### src/rtl/clkLanePkg.sv
// Shared types, line codes and default phase durations for the D-PHY clock lane transmitter
package clkLanePkg;

    // Width of every phase duration count
    localparam int CNT_W = 12;

    // Line codes driven onto the clock lane
    typedef enum logic [2:0] {
        OFF,
        LP11,
        LP10,
        LP01,
        LP00,
        HS0,
        HS1
    } lineState_t;

    // PPI requests from the protocol layer
    typedef struct packed {
        logic enable;
        logic txRequestHs;
        logic txUlpsClk;
        logic txUlpsExit;
    } ppiCtrl_t;

    // PPI status back to the protocol layer
    typedef struct packed {
        logic stopState;
        logic txReadyHs;
        logic ulpsActiveNot;
    } ppiStatus_t;

    // One entry per programmable duration
    typedef enum logic [3:0] {
        INIT,
        LPX,
        CLK_PREPARE,
        CLK_ZERO,
        CLK_PRE,
        CLK_POST,
        CLK_TRAIL,
        HS_EXIT,
        WAKEUP
    } timingSel_t;

    // CLK_PRE and CLK_POST count HS clock periods, all others count cycles
    typedef struct packed {
        logic [CNT_W-1:0] init;
        logic [CNT_W-1:0] lpx;
        logic [CNT_W-1:0] clkPrepare;
        logic [CNT_W-1:0] clkZero;
        logic [CNT_W-1:0] clkPre;
        logic [CNT_W-1:0] clkPost;
        logic [CNT_W-1:0] clkTrail;
        logic [CNT_W-1:0] hsExit;
        logic [CNT_W-1:0] wakeup;
    } laneTiming_t;

    // Single register write carried by the req/ack port
    typedef struct packed {
        timingSel_t       sel;
        logic [CNT_W-1:0] value;
    } cfgWrite_t;

    localparam laneTiming_t DEFAULT_TIMING = '{
        init:       12'd20,
        lpx:        12'd4,
        clkPrepare: 12'd3,
        clkZero:    12'd10,
        clkPre:     12'd4,
        clkPost:    12'd6,
        clkTrail:   12'd5,
        hsExit:     12'd6,
        wakeup:     12'd30
    };

endpackage

### src/rtl/laneTimingRegs.sv
// Phase duration registers for the clock lane, written one field at a time over a req/ack port
`timescale 1ns/1ps

module laneTimingRegs (
    input  logic                    ppi,
    input  logic                    hsClk,
    input  logic                    cfgReq,
    input  clkLanePkg::cfgWrite_t   cfgWrite,
    output logic                    cfgAck,
    output clkLanePkg::laneTiming_t timing
);
    import clkLanePkg::*;

    logic writeEn;

    // New request seen while idle, so this edge writes and acknowledges
    assign writeEn = cfgReq && !cfgAck;

    // Four-phase handshake where ack follows req one cycle later in both directions
    always_ff @(posedge ppi or negedge hsClk)
    begin
        if (!hsClk)
        begin
            cfgAck <= 1'b0;
        end
        else if (writeEn)
        begin
            cfgAck <= 1'b1;
        end
        else if (!cfgReq)
        begin
            cfgAck <= 1'b0;
        end
    end

    always_ff @(posedge ppi or negedge hsClk)
    begin
        if (!hsClk)
        begin
            timing <= DEFAULT_TIMING;
        end
        else if (writeEn)
        begin
            case (cfgWrite.sel)
                INIT:        timing.init       <= cfgWrite.value;
                LPX:         timing.lpx        <= cfgWrite.value;
                CLK_PREPARE: timing.clkPrepare <= cfgWrite.value;
                CLK_ZERO:    timing.clkZero    <= cfgWrite.value;
                CLK_PRE:     timing.clkPre     <= cfgWrite.value;
                CLK_POST:    timing.clkPost    <= cfgWrite.value;
                CLK_TRAIL:   timing.clkTrail   <= cfgWrite.value;
                HS_EXIT:     timing.hsExit     <= cfgWrite.value;
                WAKEUP:      timing.wakeup     <= cfgWrite.value;
                default:     timing            <= timing;
            endcase
        end
    end

    // Master keeps the write word steady until it releases the request
    cfgStable: assert property (@(posedge ppi) disable iff (!hsClk)
        cfgReq && !cfgAck |=> !cfgReq || $stable(cfgWrite))
        else $error("cfgWrite changed during an open request");

    // A zero duration would wrap the phase counter
    cfgNonZero: assert property (@(posedge ppi) disable iff (!hsClk)
        writeEn |-> cfgWrite.value != '0)
        else $error("Zero duration written to the timing registers");

endmodule

### src/rtl/laneTimer.sv
// Phase down-counter for the clock lane, loaded with the duration picked by the state machine
`timescale 1ns/1ps

module laneTimer (
    input  logic                    ppi,
    input  logic                    hsClk,
    input  clkLanePkg::laneTiming_t timing,
    input  logic                    load,
    input  clkLanePkg::timingSel_t  sel,
    output logic                    done
);
    import clkLanePkg::*;

    // One extra bit holds the doubled HS burst counts
    logic [CNT_W:0] loadVal;
    logic [CNT_W:0] cnt;
    logic           active;

    always_comb
    begin
        case (sel)
            INIT:        loadVal = {1'b0, timing.init};
            LPX:         loadVal = {1'b0, timing.lpx};
            CLK_PREPARE: loadVal = {1'b0, timing.clkPrepare};
            CLK_ZERO:    loadVal = {1'b0, timing.clkZero};
            // Burst lengths are HS periods of two line cycles each
            CLK_PRE:     loadVal = {timing.clkPre, 1'b0};
            CLK_POST:    loadVal = {timing.clkPost, 1'b0};
            CLK_TRAIL:   loadVal = {1'b0, timing.clkTrail};
            HS_EXIT:     loadVal = {1'b0, timing.hsExit};
            WAKEUP:      loadVal = {1'b0, timing.wakeup};
            default:     loadVal = {1'b0, timing.lpx};
        endcase
    end

    // Counts N-1 down to 0 so a load of N spans N cycles
    always_ff @(posedge ppi or negedge hsClk)
    begin
        if (!hsClk)
        begin
            cnt    <= '0;
            active <= 1'b0;
        end
        else if (load)
        begin
            cnt    <= loadVal - 1'b1;
            active <= 1'b1;
        end
        else if (done)
        begin
            active <= 1'b0;
        end
        else if (active)
        begin
            cnt <= cnt - 1'b1;
        end
    end

    assign done = active && (cnt == '0);

    // State machine only moves to a new phase once the current one ends
    loadAtEnd: assert property (@(posedge ppi) disable iff (!hsClk)
        load |-> !active || done)
        else $error("Timer reloaded in the middle of a phase");

endmodule

### src/rtl/clkLaneFsm.sv
// Clock lane state machine sequencing LP, HS and ULPS phases and driving the line and PPI status
`timescale 1ns/1ps

module clkLaneFsm (
    input  logic                   ppi,
    input  logic                   hsClk,
    input  clkLanePkg::ppiCtrl_t   ctrl,
    input  logic                   done,
    output logic                   load,
    output clkLanePkg::timingSel_t sel,
    output clkLanePkg::lineState_t line,
    output clkLanePkg::ppiStatus_t status
);
    import clkLanePkg::*;

    typedef enum logic [3:0] {
        Off, Init, Stop,
        HsLpx, HsPrepare, HsZero, HsPre, HsTx, HsPost, HsTrail, HsExit,
        UlpsEntry, Ulps, UlpsWake
    } fsmState_t;

    fsmState_t  state;
    fsmState_t  nextState;
    lineState_t nextLine;
    ppiStatus_t nextStatus;
    logic       hsPhase;
    logic       wakeDone;

    always_comb
    begin
        nextState = state;
        load      = 1'b0;
        sel       = INIT;
        // Shutdown wins over everything
        if (!ctrl.enable)
        begin
            nextState = Off;
        end
        else
        begin
            case (state)
                Off:
                begin
                    nextState = Init;
                    load      = 1'b1;
                    sel       = INIT;
                end
                Init:
                    if (done)
                        nextState = Stop;
                Stop:
                begin
                    if (ctrl.txRequestHs)
                    begin
                        nextState = HsLpx;
                        load      = 1'b1;
                        sel       = LPX;
                    end
                    else if (ctrl.txUlpsClk)
                    begin
                        nextState = UlpsEntry;
                        load      = 1'b1;
                        sel       = LPX;
                    end
                end
                HsLpx:
                    if (done)
                    begin
                        nextState = HsPrepare;
                        load      = 1'b1;
                        sel       = CLK_PREPARE;
                    end
                HsPrepare:
                    if (done)
                    begin
                        nextState = HsZero;
                        load      = 1'b1;
                        sel       = CLK_ZERO;
                    end
                HsZero:
                    if (done)
                    begin
                        nextState = HsPre;
                        load      = 1'b1;
                        sel       = CLK_PRE;
                    end
                HsPre:
                    if (done)
                        nextState = HsTx;
                // Leave only after an HS0 so the post burst opens with HS1
                HsTx:
                    if (!ctrl.txRequestHs && line == HS0)
                    begin
                        nextState = HsPost;
                        load      = 1'b1;
                        sel       = CLK_POST;
                    end
                HsPost:
                    if (done)
                    begin
                        nextState = HsTrail;
                        load      = 1'b1;
                        sel       = CLK_TRAIL;
                    end
                HsTrail:
                    if (done)
                    begin
                        nextState = HsExit;
                        load      = 1'b1;
                        sel       = HS_EXIT;
                    end
                HsExit:
                    if (done)
                        nextState = Stop;
                UlpsEntry:
                    if (done)
                        nextState = Ulps;
                Ulps:
                    if (ctrl.txUlpsExit)
                    begin
                        nextState = UlpsWake;
                        load      = 1'b1;
                        sel       = WAKEUP;
                    end
                // Mark holds at least the wakeup time, then until the ULPS request drops
                UlpsWake:
                    if ((done || wakeDone) && !ctrl.txUlpsClk)
                        nextState = Stop;
                default:
                    nextState = Off;
            endcase
        end
    end

    // Line and status for the cycle that nextState occupies
    always_comb
    begin
        nextLine                 = OFF;
        nextStatus               = '0;
        nextStatus.ulpsActiveNot = 1'b1;
        case (nextState)
            Off:       nextStatus.ulpsActiveNot = 1'b0;
            Init:      nextLine = LP11;
            Stop:
            begin
                nextLine             = LP11;
                nextStatus.stopState = 1'b1;
            end
            HsLpx:     nextLine = LP01;
            HsPrepare: nextLine = LP00;
            HsZero:    nextLine = HS0;
            HsPre:     nextLine = hsPhase ? HS1 : HS0;
            HsTx, HsPost:
            begin
                nextLine             = hsPhase ? HS1 : HS0;
                nextStatus.txReadyHs = 1'b1;
            end
            HsTrail:   nextLine = HS0;
            HsExit:    nextLine = LP11;
            UlpsEntry: nextLine = LP10;
            Ulps:
            begin
                nextLine                 = LP00;
                nextStatus.ulpsActiveNot = 1'b0;
            end
            UlpsWake:  nextLine = LP10;
            default:   nextLine = OFF;
        endcase
    end

    always_ff @(posedge ppi or negedge hsClk)
    begin
        if (!hsClk)
        begin
            state    <= Off;
            line     <= OFF;
            status   <= '0;
            hsPhase  <= 1'b1;
            wakeDone <= 1'b0;
        end
        else
        begin
            state  <= nextState;
            line   <= nextLine;
            status <= nextStatus;
            // HS toggle parks at HS1 so every burst starts high
            if (nextState inside {HsPre, HsTx, HsPost})
                hsPhase <= ~hsPhase;
            else
                hsPhase <= 1'b1;
            if (nextState != UlpsWake)
                wakeDone <= 1'b0;
            else if (done)
                wakeDone <= 1'b1;
        end
    end

    // HS and ULPS are mutually exclusive requests
    stopExclusive: assert property (@(posedge ppi) disable iff (!hsClk)
        state == Stop |-> !(ctrl.txRequestHs && ctrl.txUlpsClk))
        else $error("HS and ULPS requested together in Stop");

    hsReqHeld: assert property (@(posedge ppi) disable iff (!hsClk)
        state inside {HsLpx, HsPrepare, HsZero, HsPre} && ctrl.enable |-> ctrl.txRequestHs)
        else $error("txRequestHs dropped during HS start-up");

    ulpsReqHeld: assert property (@(posedge ppi) disable iff (!hsClk)
        ctrl.enable && state inside {UlpsEntry, Ulps} |-> ctrl.txUlpsClk)
        else $error("txUlpsClk dropped before the wakeup mark");

endmodule

### src/rtl/mipiClkLaneTx.sv
// Top level of the D-PHY master clock lane transmitter, joining timing registers, timer and FSM
`timescale 1ns/1ps

module mipiClkLaneTx (
    input  logic                   ppi,
    input  logic                   hsClk,
    input  logic                   cfgReq,
    input  clkLanePkg::cfgWrite_t  cfgWrite,
    output logic                   cfgAck,
    input  clkLanePkg::ppiCtrl_t   ctrl,
    output clkLanePkg::ppiStatus_t status,
    output clkLanePkg::lineState_t line
);

    clkLanePkg::laneTiming_t timing;
    clkLanePkg::timingSel_t  sel;
    logic                    load;
    logic                    done;

    laneTimingRegs i_regs (
        .ppi      (ppi),
        .hsClk    (hsClk),
        .cfgReq   (cfgReq),
        .cfgWrite (cfgWrite),
        .cfgAck   (cfgAck),
        .timing   (timing)
    );

    laneTimer i_timer (
        .ppi    (ppi),
        .hsClk  (hsClk),
        .timing (timing),
        .load   (load),
        .sel    (sel),
        .done   (done)
    );

    clkLaneFsm i_fsm (
        .ppi    (ppi),
        .hsClk  (hsClk),
        .ctrl   (ctrl),
        .done   (done),
        .load   (load),
        .sel    (sel),
        .line   (line),
        .status (status)
    );

endmodule

### config.mk
export PLATFORM = sky130hd
export DESIGN_NAME = mipiClkLaneTx
export DESIGN_NICKNAME = d
export VERILOG_FILES = /design/src/rtl/clkLanePkg.sv /design/src/rtl/laneTimingRegs.sv /design/src/rtl/laneTimer.sv /design/src/rtl/clkLaneFsm.sv /design/src/rtl/mipiClkLaneTx.sv
export SDC_FILE = /design/constraint.sdc
export NUM_CORES = 1
export LEC_CHECK = 0
export BUFFER_PORTS_ARGS = -buffer_cell sky130_fd_sc_hd__buf_2
export CAP_MARGIN = 20
export CORE_ASPECT_RATIO = 2
export CORE_MARGIN = 8
export CORE_UTILIZATION = 40
export DETAILED_ROUTE_END_ITERATION = 10
export HOLD_SLACK_MARGIN = 0.05
export PLACE_DENSITY = 0.52
export SKIP_CTS_REPAIR_TIMING = 1
export SLEW_MARGIN = 40
export SYNTH_ARGS = -nofsm -noshare
export SYNTH_HDL_FRONTEND = slang
export SYNTH_SLANG_ARGS = --single-unit
### constraint.sdc
create_clock -name ppi -period 6.9 [get_ports ppi]
set_input_delay 0.345 -clock ppi [delete_from_list [all_inputs] [get_ports ppi]]
set_output_delay 0.345 -clock ppi [all_outputs]
set_load 0.005 [all_outputs]
==> metrics.md, run 1 <==
| Metric | Value |
|---|---|
| Status | `finished clean` |
| Die Span X | `110.8 um` |
| Vias in the first global route | `5,827` |
| Initial DRC count | `297` |
| Gpl congestion | `0.9255` |
| Total congestion overflow | `0` |
| Pre-antenna DRT Iters | `5` |
| Commonest cells post-synth | `dfrtp_1 (116), mux2_2 (108), nand2_1 (63), nor2_1 (29)` |
| Global route hottest layer | `met2` |
| Post-synth net total | `661` |
| Antenna diodes | `0` |
| Simple-Gate Fraction of Synth Area | `15.74%` |
| Initial core utilization | `40.65%` |
| Pin count of the biggest net entering global routing | `69` |
| Synthesized area per cell | `11.29 um^2` |
| Setup_tns | `0 ns` |
| Flop2flop setup slack | `2.33 ns` |
| Clk slew on worst S/H paths | `0.06 ns` |
| Most used DFF post-synth | `dfrtp_1` |
| Post-synthesis compound-gate area fraction | `14.57%` |
| Seq/Total Area, Yosys | `47.29%` |
| Measured slew at the worst slew-check pin | `0.8021 ns` |
| Setup WS pre-CTS | `2.247 ns` |
| WP data required | `7.24 ns` |
| Max clock buf depth | `2` |
| Yosys warning count | `0` |
| Clock latency on the worst-skew pair | `0.42 ns` |
| Area used by multi-input combinational logic | `3622 um^2` |
| Share of cells above drive strength 1 | `33.98%` |
| Worst VDD drop | `0.1610 mV` |
| Adder-cell share of the synthesized area | `0.1739%` |
| Cell taking the most area after synthesis | `dfrtp_1` |
| Routed wire length | `22,470 um` |
| Final setup fails | `0` |
| Post-synth EDFFs | `0` |
| Grt met3 use | `3.970%` |
| CTS Sinks | `135` |
| Max-slew headroom | `46.33%` |
| I/O pin count | `30` |
| Synth area leaders | `dfrtp_1 (40%), mux2_2 (17%), dfstp_2 (6.9%)` |
| Yosys reg bits | `135` |
| Minimum clock period | `4.572 ns` |
| Final Hold Vio Count | `0` |
| Fin nets | `682` |
| Area fraction of the dominant cell type after synthesis | `40.35%` |
| RSZ-0062 raised after global routing | `false` |
| Row count | `69` |
| Critical path type | `reg -> reg` |
| Register area | `3402 um^2` |
| Via count | `5,390` |
| Crit end category | `flip-flop` |
| Initial antenna violation count | `0` |
| Main combinational cell family by area after synthesis | `multiplexers` |
| Drt drc | `0` |
| Post-DR vias/cell | `6.097` |
| Worst Slack Setup Final | `2.328 ns` |
| Core area | `17,700 um^2` |
| Post-Syn Instances | `637` |
| Gr usage total | `20.17%` |
| WL/cell | `25.42 um` |
| Die Ht | `205.7 um` |
| Hold WC Path Type | `in -> reg` |
| Worst clock skew | `0.004605 ns` |
| Most frequent cell after synthesis | `dfrtp_1` |
| TritonCTS Buffers | `17` |
| Port Buffers | `29` |
| P&R area growth vs syn | `13.11%` |
| Fillers | `1,578` |
| H-tree depth | `4` |
| Top fanout value on the critical path | `21` |
| Post-synthesis mux area share | `18.17%` |
| Critical Path Start Type | `flip-flop` |
| Worst hold slack | `0.3286 ns` |
| Synth Area in XOR/XNOR | `1.461%` |
| Fin. max-slew vios | `0` |
| Async SR Flop Fraction | `100.0%` |
| Met1 Use GR | `20.58%` |
| Dpl hpwl | `16,450 um` |
| P per Cell Area | `298.9 nW/um^2` |
| Cell variety after synth | `91` |
| Synth Cell Area | `7194 um^2` |
| Pleak | `3.451 nW` |
| F_max | `0.2187 GHz` |
| Die area | `22,790 um^2` |
| First-pass GRT wire length | `35,020 um` |
| CTS tree | `yes` |
| Tcrit/Tclk final | `66.26%` |
| Met2 track demand over resource | `36.46%` |
| Final ANT Viol Nets | `0` |
| Clk root buf | `clkbuf_16` |
| Critical Path AT | `4.91 ns` |
| Max cap viols | `0` |
[placed cells by master (no fill, tap or decap), types with 3 or more instances in the layout]
cell | Yosys | final
dfrtp_1 | 116 | 116
mux2_2 | 108 | 108
nand2_1 | 63 | 63
nor2_1 | 29 | 28
buf_2 | 11 | 28
o21ai_0 | 21 | 21
a21oi_1 | 21 | 21
dfstp_2 | 19 | 19
nand3_1 | 18 | 18
clkbuf_16 | 0 | 17
o22ai_1 | 11 | 11
and3_1 | 11 | 11
nand4_1 | 10 | 10
nor3_1 | 9 | 9
mux2i_1 | 8 | 8
xor2_1 | 8 | 8
a22o_1 | 7 | 7
a211oi_1 | 7 | 7
o21ai_1 | 7 | 7
nor2b_1 | 6 | 6
o211ai_1 | 6 | 6
or2_2 | 5 | 5
inv_1 | 5 | 5
and4_1 | 4 | 4
xnor2_1 | 4 | 4
o21a_1 | 5 | 4
a22oi_1 | 4 | 4
clkbuf_8 | 0 | 4
nor4_4 | 3 | 3
nor3_2 | 3 | 3
a32o_1 | 3 | 3
o2bb2ai_1 | 3 | 3
a221o_1 | 3 | 3
o22ai_2 | 3 | 3
nor4_1 | 4 | 3
bufinv_16 | 0 | 3
clkinv_4 | 0 | 3
[cell families (layout without fill, tap and decap cells)]
group	after synthesis	count (layout)
and+or+nand+nor	193	193
adders and majority gates	1	1
muxes	117	117
xor gates and xnor gates	12	12
buffers and inverters	38	72
AOI/OAI and AO/OA	141	141
DFF	135	135
[state kept, by name, summed over array words and instances, names as in the netlist]
register and cells:
i_regs.timing 108, i_fsm.status 3, i_fsm.wakeDone 1, i_fsm.hsPhase 1
i_regs.cfgAck 1, i_fsm.line 3, i_timer.cnt 13, i_timer.active 1
i_fsm.state 4
[metrics by stage]
step / util (%) / cell area, um^2 / cells / power (mW)
6_report: 45.98 / 8138 / 884 / 2.432
3_3_place_gp: 42.21 / 7471 / 850 / 1.470
2_1_floorplan: - / 7194 / 637 / 1.339
3_5_place_dp: 42.32 / 7490 / 850 / 1.486
4_1_cts: 45.86 / 8117 / 882 / 2.449
5_1_grt: 45.98 / 8138 / 884 / 2.541
[cell type report]
cell class,count,share of cell area [%]
clock buffers,22,5.950
repair buffers,34,2.429
clock inverters,10,1.753
flip-flops and latches,135,41.81
inverters,6,0.2768
multi-input cells,464,44.51
well taps,213,3.275
[metal layers]
layer / vias up / wire length [um]
li1: 2433 / -
met1: 2716 / 8419
met2: 176 / 11850
met3: 65 / 840
met4: 0 / 1365
met5: - / 0
[path summary, 6_finish.rpt]
| kind | from | to | cells past startpoint |
|---|---|---|---|
| setup reg to reg | i_fsm.state[1]$_DFF_PN0_ | i_timer.cnt[12]$_DFFE_PN0P_ | 13 |
| max in group asynchronous | hsClk | i_regs.timing[89]$_DFFE_PN0P_ | 3 |
| hold / removal | cfgWrite[11] | i_regs.timing[35]$_DFFE_PN0P_ | 2 |
| min in group asynchronous | hsClk | i_fsm.state[2]$_DFF_PN0_ | 2 |
| setup / recovery | i_fsm.state[1]$_DFF_PN0_ | i_timer.cnt[12]$_DFFE_PN0P_ | 13 |
| hold reg to reg | i_fsm.hsPhase$_DFF_PN1_ | i_fsm.hsPhase$_DFF_PN1_ | 1 |
[critical path, stage by stage, from the launching register on]
cell,delay (ns)
dfrtp_1,0.63
and4b_1,0.39
a22oi_2,0.31
o21a_2,0.54
or4_1,0.65
nand3_1,0.15
a2111oi_1,0.49
or2_2,0.21
ha_1,0.19
o221ai_2,0.14
nor3_2,0.23
nand3_1,0.12
mux2_1,0.32
o21ai_1,0.09
[power breakdown]
part           internal (mW)  switching [mW]
sequential             0.962           0.122
clock                  0.609           0.350
combinational          0.189           0.201
total                   1.76           0.673
No activity file was read; power rests on OpenSTA's default activity.
==> run 2, diff against run 1 <==
- clock period: 6.9 -> 4.5 ns (I/O delays scaled with it)
==> run 2 against run 1 <==
Critical endpoint is now i_timer.cnt[10]$_DFFE_PN0P_; combinational power grew 57%; highest routed layer unchanged; first-iteration DRC count grew 18%; wire length grew 1.4%; register-to-register slack lost 2.0 ns; worst hold slack lost 0.17 ns; fmax grew 10%; via count grew 0.63%; clock power grew 64%; sequential power grew 54%; power grew 58%.
==> metrics.md, run 2 (synthesis gave the netlist of run 1 again) <==
| Metric | Value |
|---|---|
| Crit path buffers/inverters | `0 (unchanged)` |
| Register area | `3402 um^2 (unchanged)` |
| Initial core utilization | `40.65% (unchanged)` |
| Hold Crit Start | `cfgWrite[11]` |
| Die area | `22,790 um^2 (unchanged)` |
| Max-slew headroom | `39.66% (-6.7 points)` |
| Dpl cell area | `7577 um^2 (+1.2%)` |
| Flop pwr share | `43.2% (-1.4 points)` |
| Max cap viols | `0 (unchanged)` |
| WP data required | `4.86 ns (-2.38 ns)` |
| Routed wire length | `22,790 um (+1.4%)` |
| Worst r2r dst | `i_timer.cnt[10]$_DFFE_PN0P_` |
| Setup_tns | `0 ns (unchanged)` |
| Clock latency on the worst-skew pair | `0.43 ns (about the same)` |
| Area used by multi-input combinational logic | `3611 um^2 (-0.31%)` |
| Top fanout value on the critical path | `19 (-9.5%)` |
| Total congestion overflow | `0 (unchanged)` |
| Clock share of power | `40.8% (+1.4 points)` |
| Die Ht | `205.7 um (unchanged)` |
| Final Instance Area | `8280 um^2 (+1.8%)` |
| Most common cell after layout, fill and taps aside | `dfrtp_1` |
| Critical path type | `reg -> reg` |
| Measured slew at the worst slew-check pin | `0.8968 ns (+0.09470 ns)` |
| Top delay family on crit path | `simple AND/OR/NAND/NOR gates` |
| Drt drc | `0 (unchanged)` |
| Row count | `69 (unchanged)` |
| P&R area growth vs syn | `15.10%` |
| Clk root buf | `clkbuf_16` |
| Combinational fraction of design power | `15.9% (about the same)` |
| Int Pwr | `2.755 mW (+57%)` |
| Via count | `5,424 (+0.63%)` |
| Max FFs per register | `108 (unchanged)` |
| H-tree depth | `4 (unchanged)` |
| Clk slew on worst S/H paths | `0.06 ns (about the same)` |
| Hold WC Path Type | `in -> reg` |
| Share of cells above drive strength 1 | `34.89% (+0.91 points)` |
| Vias in the first global route | `5,761 (-1.1%)` |
| Final setup fails | `0 (unchanged)` |
| Worst reg2reg startpoint | `i_fsm.state[2]$_DFF_PN0_` |
| TritonCTS Buffers | `17 (unchanged)` |
| CP max stage cell | `dfrtp_1` |
| Most flop-heavy register | `i_regs.timing` |
| Fin. max-slew vios | `0 (unchanged)` |
| Tcrit/Tclk final | `91.94% (+26 points)` |
| Status | `finished clean` |
| Port Buffers | `29 (unchanged)` |
| Final ANT Viol Nets | `0 (unchanged)` |
| F_max | `0.2417 GHz (+10%)` |
| R2R depth | `13 (unchanged)` |
| CTS Sinks | `135 (unchanged)` |
| Antenna diodes | `0 (unchanged)` |
| CTS tree | `yes` |
| Dpl hpwl | `16,750 um (+1.8%)` |
| Hold Path Sink | `i_regs.timing[107]$_DFFE_PN0P_` |
| Core area | `17,700 um^2 (unchanged)` |
| Critical Path AT | `4.49 ns (-0.42 ns)` |
| Crit end category | `flip-flop` |
| Worst clock skew | `0.007983 ns (+0.003378 ns)` |
| Minimum clock period | `4.137 ns (-0.4344 ns)` |
| Worst VDD drop | `0.2577 mV (+60%)` |
| Flop2flop setup slack | `0.36 ns (-1.97 ns)` |
| Post-DR vias/cell | `6.040 (-0.94%)` |
| I/O pin count | `30 (unchanged)` |
| Pre-antenna DRT Iters | `5 (unchanged)` |
| CP max stage delay | `0.74 ns (+0.09 ns)` |
| Gpl congestion | `0.9752 (+5.4%)` |
| WL/cell | `25.38 um (-0.17%)` |
| Max clock buf depth | `2 (unchanged)` |
| Regs by FF count | `i_regs.timing (108), i_timer.cnt (13), i_fsm.state (4)` |
| Most frequent cells in the layout | `dfrtp_1 (116), mux2_2 (108), nand2_1 (63)` |
| Gr usage total | `20.44% (+0.27 points)` |
| Initial antenna violation count | `0 (unchanged)` |
| Initial DRC count | `349 (+18%)` |
| Fillers | `1,622 (+2.8%)` |
| Hold Path Cell Cnt | `2 (unchanged)` |
| RSZ-0062 raised after global routing | `false` |
| Pin count of the biggest net entering global routing | `101 (+46%)` |
| CP cell instances | `nor2b_2 -> a211oi_1 -> or3_4 -> a21o_1 -> and2_4 -> a2111oi_1 -> or2_2 -> ha_1 -> o221ai_2 -> nor3_1 -> nand2_1 -> xor2_1 -> a21oi_1` |
| Pleak | `3.531 nW (+2.3%)` |
| Final Hold Vio Count | `0 (unchanged)` |
| Sw frac | `28.17% (+0.51 points)` |
| Die Span X | `110.8 um (unchanged)` |
| Fin nets | `696 (+2.1%)` |
| First-pass GRT wire length | `35,650 um (+1.8%)` |
| Net Sw Power | `1.080 mW (+61%)` |
| P per Cell Area | `463.2 nW/um^2 (+55%)` |
| Critical Path Start Type | `flip-flop` |
run 2: changes by cell type in the layout (fill, tap and decap cells not counted), sizes merged:
cell,before,now
clkinv,6,3
clkinvlp,1,3
bufinv,3,4
buf,32,46
clkbuf,22,20
inv,6,8
run 2: worst max-delay path by stage:
stage,cells after the start,endpoint,from
after global routing,13,i_timer.cnt[10]$_DFFE_PN0P_,i_fsm.state[2]$_DFF_PN0_
after floorplan,13,i_timer.cnt[10]$_DFFE_PN0P_,i_timer.cnt[3]$_DFFE_PN0P_
after global placement,13,i_timer.cnt[10]$_DFFE_PN0P_,i_fsm.state[2]$_DFF_PN0_
after detailed placement,14,i_timer.cnt[10]$_DFFE_PN0P_,i_fsm.state[1]$_DFF_PN0_
final,13,i_timer.cnt[10]$_DFFE_PN0P_,i_fsm.state[2]$_DFF_PN0_
after CTS,14,i_timer.cnt[10]$_DFFE_PN0P_,i_fsm.state[1]$_DFF_PN0_
run 2: stage by stage:
stage	setup slack, ns	hold WS (ns)	utilization, %	power (mW)	cells
after floorplan	1.120	-0.07059	-	2.052	637
after global placement	0.4525	0.3477	42.76	2.263	863
after detailed placement	0.3567	0.3169	42.81	2.288	863
after CTS	0.3501	-0.1327	46.52	3.858	895
after global routing	0.005017	0.1662	46.79	3.997	898
final	0.3627	0.1635	46.79	3.836	898
run 2: layer usage:
layer	up-vias	global-route usage [%]	share of wire [%]	wire (um)
met5	-	0	0	0
met4	0	12.34	4.9	1128
met3	61	3.182	2.9	658
met2	154	37.57	54	12270
met1	2750	21.33	38	8735
li1	2459	-	-	-
run 2: power groups by stage:
stage                     clock [mW]  sequential (mW)  combinational (mW)
after floorplan                    0             1.61               0.446
after global placement             0             1.67               0.594
after detailed placement           0             1.68               0.610
after CTS                       1.59             1.66               0.613
after global routing            1.64             1.69               0.667
final                           1.57             1.66               0.611
run 2: layout make-up:
cell class	instances	share of cell area, %
Sequential cell	135	41.08
Timing Repair Buffer	48	3.898
Clock inverter	12	2.282
Clock buffer	20	5.636
Inverter	6	0.2720
Multi-Input combinational cell	464	43.61
Tap cell	213	3.219
